===== src/hw/cdb_pkg.sv =====
package cdb_pkg;

  // units sharing the result bus
  localparam int NUM_FU   = 2;
  localparam int FU_ALU   = 0;
  localparam int FU_MULT  = 1;

  // core sizing
  localparam int NUM_PREG = 64;
  localparam int NUM_ROB  = 32;
  localparam int XLEN     = 32;

  typedef logic [$clog2(NUM_PREG)-1:0] preg_tag_t;
  typedef logic [$clog2(NUM_ROB)-1:0]  rob_idx_t;
  typedef logic [XLEN-1:0]             word_t;

  typedef enum logic [1:0] {
    ALU_ADD = 2'd0,
    ALU_SUB = 2'd1,
    ALU_AND = 2'd2,
    ALU_XOR = 2'd3
  } alu_op_t;

  // one issued op, valid is a one-cycle strobe
  typedef struct packed {
    logic      valid;
    alu_op_t   op;
    word_t     src_a;
    word_t     src_b;
    preg_tag_t tag;
    rob_idx_t  rob_idx;
  } issue_op_t;

  // finished result offered by a unit
  typedef struct packed {
    logic      valid;
    preg_tag_t tag;
    word_t     value;
    rob_idx_t  rob_idx;
  } fu_result_t;

  // bus broadcast, same layout as a unit result
  typedef fu_result_t cdb_bcast_t;

  typedef struct packed {
    logic     valid;
    rob_idx_t rollback_idx;
    rob_idx_t tail_idx;
  } rollback_t;

  // younger than rollback point, up to tail, modulo rob size
  // the rollback instruction itself survives
  function automatic logic is_squashed(rob_idx_t idx, rollback_t rb);
    rob_idx_t dist_entry;
    rob_idx_t dist_tail;
    dist_entry = idx - rb.rollback_idx;
    dist_tail  = rb.tail_idx - rb.rollback_idx;
    return rb.valid && (dist_entry != '0) && (dist_entry <= dist_tail);
  endfunction

endpackage


===== src/hw/alu_unit.sv =====
`timescale 1ns/1ps

module alu_unit import cdb_pkg::*; (
  input  logic       clock,
  input  logic       reset,
  input  issue_op_t  issue,
  input  rollback_t  rollback,
  input  logic       entry_free,
  output fu_result_t result,
  output logic       issue_ready
);

  logic      res_valid;
  preg_tag_t res_tag;
  word_t     res_value;
  rob_idx_t  res_rob;
  word_t     alu_out;
  logic      issue_fire;

  always_comb begin
    case (issue.op)
      ALU_ADD: alu_out = issue.src_a + issue.src_b;
      ALU_SUB: alu_out = issue.src_a - issue.src_b;
      ALU_AND: alu_out = issue.src_a & issue.src_b;
      default: alu_out = issue.src_a ^ issue.src_b;
    endcase
  end

  // register empty or being handed to the arbiter this cycle
  assign issue_ready = !res_valid || entry_free;
  assign issue_fire  = issue.valid && issue_ready;

  always_ff @(posedge clock) begin
    if (reset) begin
      res_valid <= 1'b0;
    end else if (issue_fire) begin
      // an op issued in a rollback cycle may already be dead
      res_valid <= !is_squashed(issue.rob_idx, rollback);
    end else if (entry_free || is_squashed(res_rob, rollback)) begin
      res_valid <= 1'b0;
    end
  end

  // payload only moves on issue
  always_ff @(posedge clock) begin
    if (issue_fire) begin
      res_tag   <= issue.tag;
      res_value <= alu_out;
      res_rob   <= issue.rob_idx;
    end
  end

  assign result = '{valid: res_valid, tag: res_tag, value: res_value, rob_idx: res_rob};

endmodule


===== src/hw/mult_unit.sv =====
`timescale 1ns/1ps

module mult_unit import cdb_pkg::*; #(
  parameter int MULT_STAGES = 3
) (
  input  logic       clock,
  input  logic       reset,
  input  issue_op_t  issue,
  input  rollback_t  rollback,
  input  logic       entry_free,
  output fu_result_t result,
  output logic       issue_ready
);

  localparam int LAST = MULT_STAGES - 1;

  logic [MULT_STAGES-1:0] stg_valid;
  logic [MULT_STAGES-1:0] hold;
  preg_tag_t              stg_tag  [MULT_STAGES];
  rob_idx_t               stg_rob  [MULT_STAGES];
  word_t                  stg_prod [MULT_STAGES];

  // stage i holds when it and every later stage is full and the last one is stuck
  always_comb begin
    for (int i = 0; i < MULT_STAGES; i++) begin
      hold[i] = !entry_free;
      for (int k = i; k < MULT_STAGES; k++) begin
        hold[i] = hold[i] && stg_valid[k];
      end
    end
  end

  // low only when the pipe is full and stalled
  assign issue_ready = !hold[0];

  always_ff @(posedge clock) begin
    if (reset) begin
      stg_valid <= '0;
    end else begin
      if (hold[0]) stg_valid[0] <= !is_squashed(stg_rob[0], rollback);
      else         stg_valid[0] <= issue.valid && !is_squashed(issue.rob_idx, rollback);
      for (int j = 1; j < MULT_STAGES; j++) begin
        if (hold[j]) stg_valid[j] <= !is_squashed(stg_rob[j], rollback);
        else         stg_valid[j] <= stg_valid[j-1] && !is_squashed(stg_rob[j-1], rollback);
      end
    end
  end

  // low 32 bits of the product, formed at stage 0 and carried down
  always_ff @(posedge clock) begin
    if (!hold[0]) begin
      stg_tag[0]  <= issue.tag;
      stg_rob[0]  <= issue.rob_idx;
      stg_prod[0] <= issue.src_a * issue.src_b;
    end
    for (int j = 1; j < MULT_STAGES; j++) begin
      if (!hold[j]) begin
        stg_tag[j]  <= stg_tag[j-1];
        stg_rob[j]  <= stg_rob[j-1];
        stg_prod[j] <= stg_prod[j-1];
      end
    end
  end

  assign result = '{valid:   stg_valid[LAST],
                    tag:     stg_tag[LAST],
                    value:   stg_prod[LAST],
                    rob_idx: stg_rob[LAST]};

endmodule


===== src/hw/cdb_arbiter.sv =====
`timescale 1ns/1ps

module cdb_arbiter import cdb_pkg::*; (
  input  logic                         clock,
  input  logic                         reset,
  input  fu_result_t [NUM_FU-1:0]      fu_results,
  input  rollback_t                    rollback,
  output logic       [NUM_FU-1:0]      entry_free,
  output cdb_bcast_t                   cdb
);

  localparam int SEL_W = (NUM_FU > 1) ? $clog2(NUM_FU) : 1;

  // one holding entry per unit
  logic [NUM_FU-1:0] ent_valid;
  preg_tag_t         ent_tag   [NUM_FU];
  word_t             ent_value [NUM_FU];
  rob_idx_t          ent_rob   [NUM_FU];

  logic [SEL_W-1:0]  sel;
  logic              bcast_en;
  logic [NUM_FU-1:0] taken;

  // fixed priority, lowest unit number wins
  always_comb begin
    sel = '0;
    for (int i = NUM_FU - 1; i >= 0; i--) begin
      if (ent_valid[i]) sel = SEL_W'(i);
    end
  end

  // nothing goes out in a rollback cycle
  assign bcast_en = (|ent_valid) && !rollback.valid;

  always_comb begin
    for (int i = 0; i < NUM_FU; i++) begin
      taken[i]      = bcast_en && (sel == SEL_W'(i));
      // empty, or vacated by this cycle's broadcast
      entry_free[i] = !ent_valid[i] || taken[i];
    end
  end

  always_comb begin
    cdb.valid   = bcast_en;
    cdb.tag     = ent_tag[sel];
    cdb.value   = ent_value[sel];
    cdb.rob_idx = ent_rob[sel];
  end

  always_ff @(posedge clock) begin
    if (reset) begin
      ent_valid <= '0;
    end else begin
      for (int i = 0; i < NUM_FU; i++) begin
        if (entry_free[i]) begin
          // refill from the unit, dropping an offer that is already dead
          ent_valid[i] <= fu_results[i].valid
                          && !is_squashed(fu_results[i].rob_idx, rollback);
        end else if (is_squashed(ent_rob[i], rollback)) begin
          ent_valid[i] <= 1'b0;
        end
      end
    end
  end

  // payload only written on a latch
  always_ff @(posedge clock) begin
    for (int i = 0; i < NUM_FU; i++) begin
      if (entry_free[i] && fu_results[i].valid) begin
        ent_tag[i]   <= fu_results[i].tag;
        ent_value[i] <= fu_results[i].value;
        ent_rob[i]   <= fu_results[i].rob_idx;
      end
    end
  end

endmodule


===== src/hw/phys_regfile.sv =====
`timescale 1ns/1ps

module phys_regfile import cdb_pkg::*; #(
  parameter int NUM_PREG = cdb_pkg::NUM_PREG
) (
  input  logic       clock,
  input  logic       reset,
  input  cdb_bcast_t cdb,
  input  logic       alloc_valid,
  input  preg_tag_t  alloc_tag,
  input  preg_tag_t  read_tag,
  output word_t      read_value,
  output logic       read_ready
);

  word_t               values [NUM_PREG];
  logic [NUM_PREG-1:0] ready;

  // values come out of reset as zero
  always_ff @(posedge clock) begin
    if (reset) begin
      for (int i = 0; i < NUM_PREG; i++) begin
        values[i] <= '0;
      end
    end else if (cdb.valid) begin
      values[cdb.tag] <= cdb.value;
    end
  end

  // ready bits
  // broadcast is written last so it wins over an allocation of the same tag
  always_ff @(posedge clock) begin
    if (reset) begin
      ready <= '1;
    end else begin
      if (alloc_valid) begin
        ready[alloc_tag] <= 1'b0;
      end
      if (cdb.valid) begin
        ready[cdb.tag] <= 1'b1;
      end
    end
  end

  // async read, no bypass of this cycle's broadcast
  assign read_value = values[read_tag];
  assign read_ready = ready[read_tag];

endmodule


===== src/hw/complete_stage.sv =====
`timescale 1ns/1ps

module complete_stage import cdb_pkg::*; #(
  parameter int MULT_STAGES = 3
) (
  input  logic       clock,
  input  logic       reset,
  input  issue_op_t  alu_issue,
  input  issue_op_t  mult_issue,
  input  rollback_t  rollback,
  input  logic       alloc_valid,
  input  preg_tag_t  alloc_tag,
  input  preg_tag_t  read_tag,
  output logic       alu_ready,
  output logic       mult_ready,
  output cdb_bcast_t cdb,
  output word_t      read_value,
  output logic       read_ready
);

  // unit offers and arbiter free bits, indexed by unit number
  fu_result_t [NUM_FU-1:0] fu_results;
  logic       [NUM_FU-1:0] entry_free;

  alu_unit u_alu (
    .clock       (clock),
    .reset       (reset),
    .issue       (alu_issue),
    .rollback    (rollback),
    .entry_free  (entry_free[FU_ALU]),
    .result      (fu_results[FU_ALU]),
    .issue_ready (alu_ready)
  );

  mult_unit #(
    .MULT_STAGES (MULT_STAGES)
  ) u_mult (
    .clock       (clock),
    .reset       (reset),
    .issue       (mult_issue),
    .rollback    (rollback),
    .entry_free  (entry_free[FU_MULT]),
    .result      (fu_results[FU_MULT]),
    .issue_ready (mult_ready)
  );

  cdb_arbiter u_arbiter (
    .clock      (clock),
    .reset      (reset),
    .fu_results (fu_results),
    .rollback   (rollback),
    .entry_free (entry_free),
    .cdb        (cdb)
  );

  // bus broadcast also leaves the top for rob and reservation stations
  phys_regfile #(
    .NUM_PREG (NUM_PREG)
  ) u_regfile (
    .clock       (clock),
    .reset       (reset),
    .cdb         (cdb),
    .alloc_valid (alloc_valid),
    .alloc_tag   (alloc_tag),
    .read_tag    (read_tag),
    .read_value  (read_value),
    .read_ready  (read_ready)
  );

endmodule


===== config.mk =====
export PLATFORM = sky130hd
export DESIGN_NAME = complete_stage
export DESIGN_NICKNAME = d
export VERILOG_FILES = /design/src/hw/cdb_pkg.sv /design/src/hw/alu_unit.sv /design/src/hw/mult_unit.sv /design/src/hw/cdb_arbiter.sv /design/src/hw/phys_regfile.sv /design/src/hw/complete_stage.sv
export SDC_FILE = /design/constraint.sdc
export NUM_CORES = 2
export LEC_CHECK = 0
export CAP_MARGIN = 20
export CORE_MARGIN = 5
export CORE_UTILIZATION = 58
export DETAILED_ROUTE_END_ITERATION = 8
export DONT_BUFFER_PORTS = 1
export GPL_ROUTABILITY_DRIVEN = 0
export PLACE_DENSITY = 0.76
export SYNTH_ARGS = -nofsm -noshare
export SYNTH_HDL_FRONTEND = slang
export SYNTH_SLANG_ARGS = --single-unit

===== constraint.sdc =====
create_clock -name clock -period 8 [get_ports clock]
set_input_delay 1.6 -clock clock [delete_from_list [all_inputs] [get_ports clock]]
set_output_delay 1.6 -clock clock [all_outputs]
set_load 0.005 [all_outputs]

==> summary.md <==
## STA
- 0.5076 ns — Setup WS post-layout
- false — unrepaired setup endpoints after global routing
- 0.07084 ns — worst clock skew
- 0.3793 ns — final hold slack
- 2.106 ns — Worst Max-Slew Pin Slew
- 349 — Final Slew Violations
- 7.492 ns — post-layout min period
- 0 — final setup violation count
- 133.5 MHz — Peak Freq
- 0 — number of hold violations in the final report
- 0.9365 — period utilisation layout
- -0.4042 — tightest slew margin relative to the limit

## Yosys
- sky130_fd_sc_hd__edfxtp_1, sky130_fd_sc_hd__mux4_2, sky130_fd_sc_hd__fa_1 — synth top area cells
- 0.1076 — Simple-Gate Fraction of Synth Area
- 8,579 — cells after synthesis
- sky130_fd_sc_hd__edfxtp_1 — most used flip-flop cell after synthesis
- 2,376 — register bit count reported by yosys
- multiplexers — main combinational cell family by area after synthesis
- 0 — Async S/R FF share, synth
- 119,800 sq um — Cell Area, Synth
- 13.97 sq um — mean post-synth cell area
- 0.5780 — Synth top area share
- 9,436 — post-synthesis net count
- 72 — number of different library cells in the post-synthesis netlist
- sky130_fd_sc_hd__edfxtp_1, sky130_fd_sc_hd__nor2_1, sky130_fd_sc_hd__mux4_2, sky130_fd_sc_hd__clkbuf_1, sky130_fd_sc_hd__inv_1 — most instantiated cells after synthesis
- 0.01950 — complex-gate fraction of the synthesized area
- 0.09668 — fraction of the mapped netlist area in adder cells
- 0.1365 — mux contribution to synthesized area
- sky130_fd_sc_hd__edfxtp_1 — library cell occupying the most area in the post-synthesis netlist
- 0 — Ys Warns
- sky130_fd_sc_hd__edfxtp_1 — library cell with the highest instance count after synthesis
- 0.5897 — sequential-to-total area share from yosys stat
- 0.01294 — XOR/XNOR share of the synthesized area
- 2,306 — EDFF count, synth

## Setup path
- sky130_fd_sc_hd__buf_16 — library cell appearing most often on the critical path
- 0.59 ns — longest individual stage delay on the worst path
- u_arbiter.ent_valid[0] — reg-to-reg critical path startpoint
- 6.40 ns — critical path data required time
- in -> out — Worst Setup Path Type
- buf_16, buf_16, buf_16, buf_16, mux4_2, mux4_2, mux2_2, nand2_1, o21ai_0 — worst-path cell chain
- input port — critical path startpoint category
- read_tag[0] — Crit. Startpoint
- output pin — crit path capture type
- sky130_fd_sc_hd__mux4_2 — Max stage delay cell, worst path
- 111 — crit-path max FO
- 5.89 ns — arrival time worst endpoint

## Placement
- 10,770 — number of placed instances, taps included
- 0 — number of input and output port buffers inserted
- -0.09984 ns — worst-case setup slack after placement
- 200,800 microns — post-detail-place hpwl

## Final layout
- 9,171 — final net count
- 11,210 — post-route insts no fill
- 8.455% — layout overhead on the synthesized area
- 0.6339 — utilization after layout
- 0.1594 — fraction of layout instances using a drive strength above 1

## CTS
- 0.89 ns — clock latency on the worst-skew pair
- 0.07 ns — clock slew seen by the registers of the worst setup and hold paths
- 0 — number of setup buffers added after CTS
- 4 — number of levels in the clock H-tree
- 224 — cts bufs inserted
- 2,376 — total clock sinks
- 3 — maximum buffer depth of the clock tree
- 0 — number of gates given a new drive strength after cts
- sky130_fd_sc_hd__clkbuf_16 — Clk Tree Root Cell
- yes — TritonCTS clock tree
- 0 — number of hold buffers added after CTS

## Outcome
- finished with violations — outcome
- max-slew violations — violations in the final reports

## GRT
- 75,710 — via count of the first global-routing pass
- 504,600 microns — first-pass GRT wire length
- 0 — overall overflow remaining after global route
- 25 — antenna violations before repair
- 0.3208 — Tot GR Track Use
- 529 — maximum number of pins on one net before global-route repair

## Detailed routing
- 348,300 microns — Total Routed Length
- 11,510 — number of DRC markers in iteration 0
- 0 — DRC violations left
- 0 — antenna-violating nets left
- 31.09 microns — average routed wire per standard cell
- 8 — drt first pass iters
- 74,290 — via total after detailed routing
- 6.630 — vias per inst

## Floorplanning
- 464.5 microns — vertical extent of the die
- 166 — number of placement rows
- 0.5844 — effective utilization at floorplan
- 205,000 sq um — area inside the core boundary
- 261 — Ports
- 215,800 sq um — full die area
- 464.5 microns — overall die width

## Hold path
- reg -> reg — HP Class
- u_mult.stg_prod[0][68] — min-delay src

## Power
- 49.30 nW — static power due to leakage
- 358.5 nW/um^2 — Cell Pwr Density
- 1.618 mV — VDD IR max

## Run
- 0 — total of max-cap violations

## per-layer routing
layer,GRT usage,vias to the layer above,routed length (microns)
li1,-,29720,-
met4,0.1337,20,17290
met5,0,-,425
met3,0.1110,1024,52480
met1,0.4125,37580,114400
met2,0.5035,5941,163700
## final cells by class
cell class,count,area [sq um]
Fill cell,14300,75060
Sequential cell,2376,70650
Tap cell,2688,3363
Clock buffer,295,6038
Multi-Input combinational cell,5038,45330
Timing Repair Buffer,204,1702
Antenna cell,15,37.54
Inverter,470,1764
Clock inverter,119,1056
## kinds of logic (layout without fill, tap and decap cells)
group | after synthesis | after routing
adders and majority gates | 675 | 675
AOI/OAI and AO/OA | 374 | 374
and+or+nand+nor | 3039 | 3039
buffers and inverters | 1165 | 1088
other | 0 | 15
muxes | 773 | 773
xor gates and xnor gates | 177 | 177
DFF | 2376 | 2376
## cells in the final DEF (no fill, tap or decap), drive strengths merged, types with 9 or more instances in the layout
cell    netlist  layout
mux2i        67      67
clkbuf      577     298
mux2         20      20
dfxtp        70      70
and2        303     303
ha          257     257
o21ai       129     129
edfxtp     2306    2306
fa          418     418
mux4        686     686
bufinv        0      13
a211oi       14      14
and3          9       9
o211ai       10      10
a31oi        10      10
a21o         41      41
clkinv        0      92
o21a         16      16
nand3        18      18
diode         0      15
nor3         19      19
inv         470     478
nor2       2116    2116
nor2b        16      16
a21oi        95      95
nand2b      151     151
o31ai        10      10
xor2         61      61
nand2       357     357
xnor2       116     116
buf         118     201
nand4        12      12
## per-stage QoR
stage	TNS, ns	power, mW	instance area, sq um
2_1_floorplan	0	29.60	119800
3_3_place_gp	-0.2309	35.44	122500
3_5_place_dp	-0.1541	35.84	122600
4_1_cts	0	46.41	129700
5_1_grt	0	48.80	129900
6_report	0	46.58	129900
## where the power goes
group	internal [mW]	leakage, nW	switching [mW]
clock network	5.73	3.45	4.69
logic	8.83	21.7	11.9
registers	15.2	24.2	0.249
total	29.7	49.3	16.8
## registers in the layout, indices dropped and copies added, names as in the netlist, 5 cells and up
register,cells
u_alu.res_rob,5
u_alu.res_tag,6
u_alu.res_value,32
u_arbiter.ent_rob,10
u_arbiter.ent_tag,12
u_arbiter.ent_value,64
u_mult.stg_prod,96
u_mult.stg_rob,15
u_mult.stg_tag,18
u_regfile.ready,64
u_regfile.values,2048
## path summary, 6_finish.rpt
kind / endpoint / slack (ns) / depth (start not counted)
max: read_value[19] / 0.51 / 9
min: u_arbiter.ent_value[1][4] / 0.38 / 0
max reg2reg: u_regfile.values[57][11] / 2.33 / 8
min reg2reg: u_arbiter.ent_value[1][4] / 0.38 / 0
## critical path: cells and delay by family
family                 cells  cell delay, ns
AOI/OAI and AO/OA          1            0.25
buffers and inverters      4            2.11
muxes                      3            1.58
and+or+nand+nor            1            0.13
(Power assumes the default switching activity.)
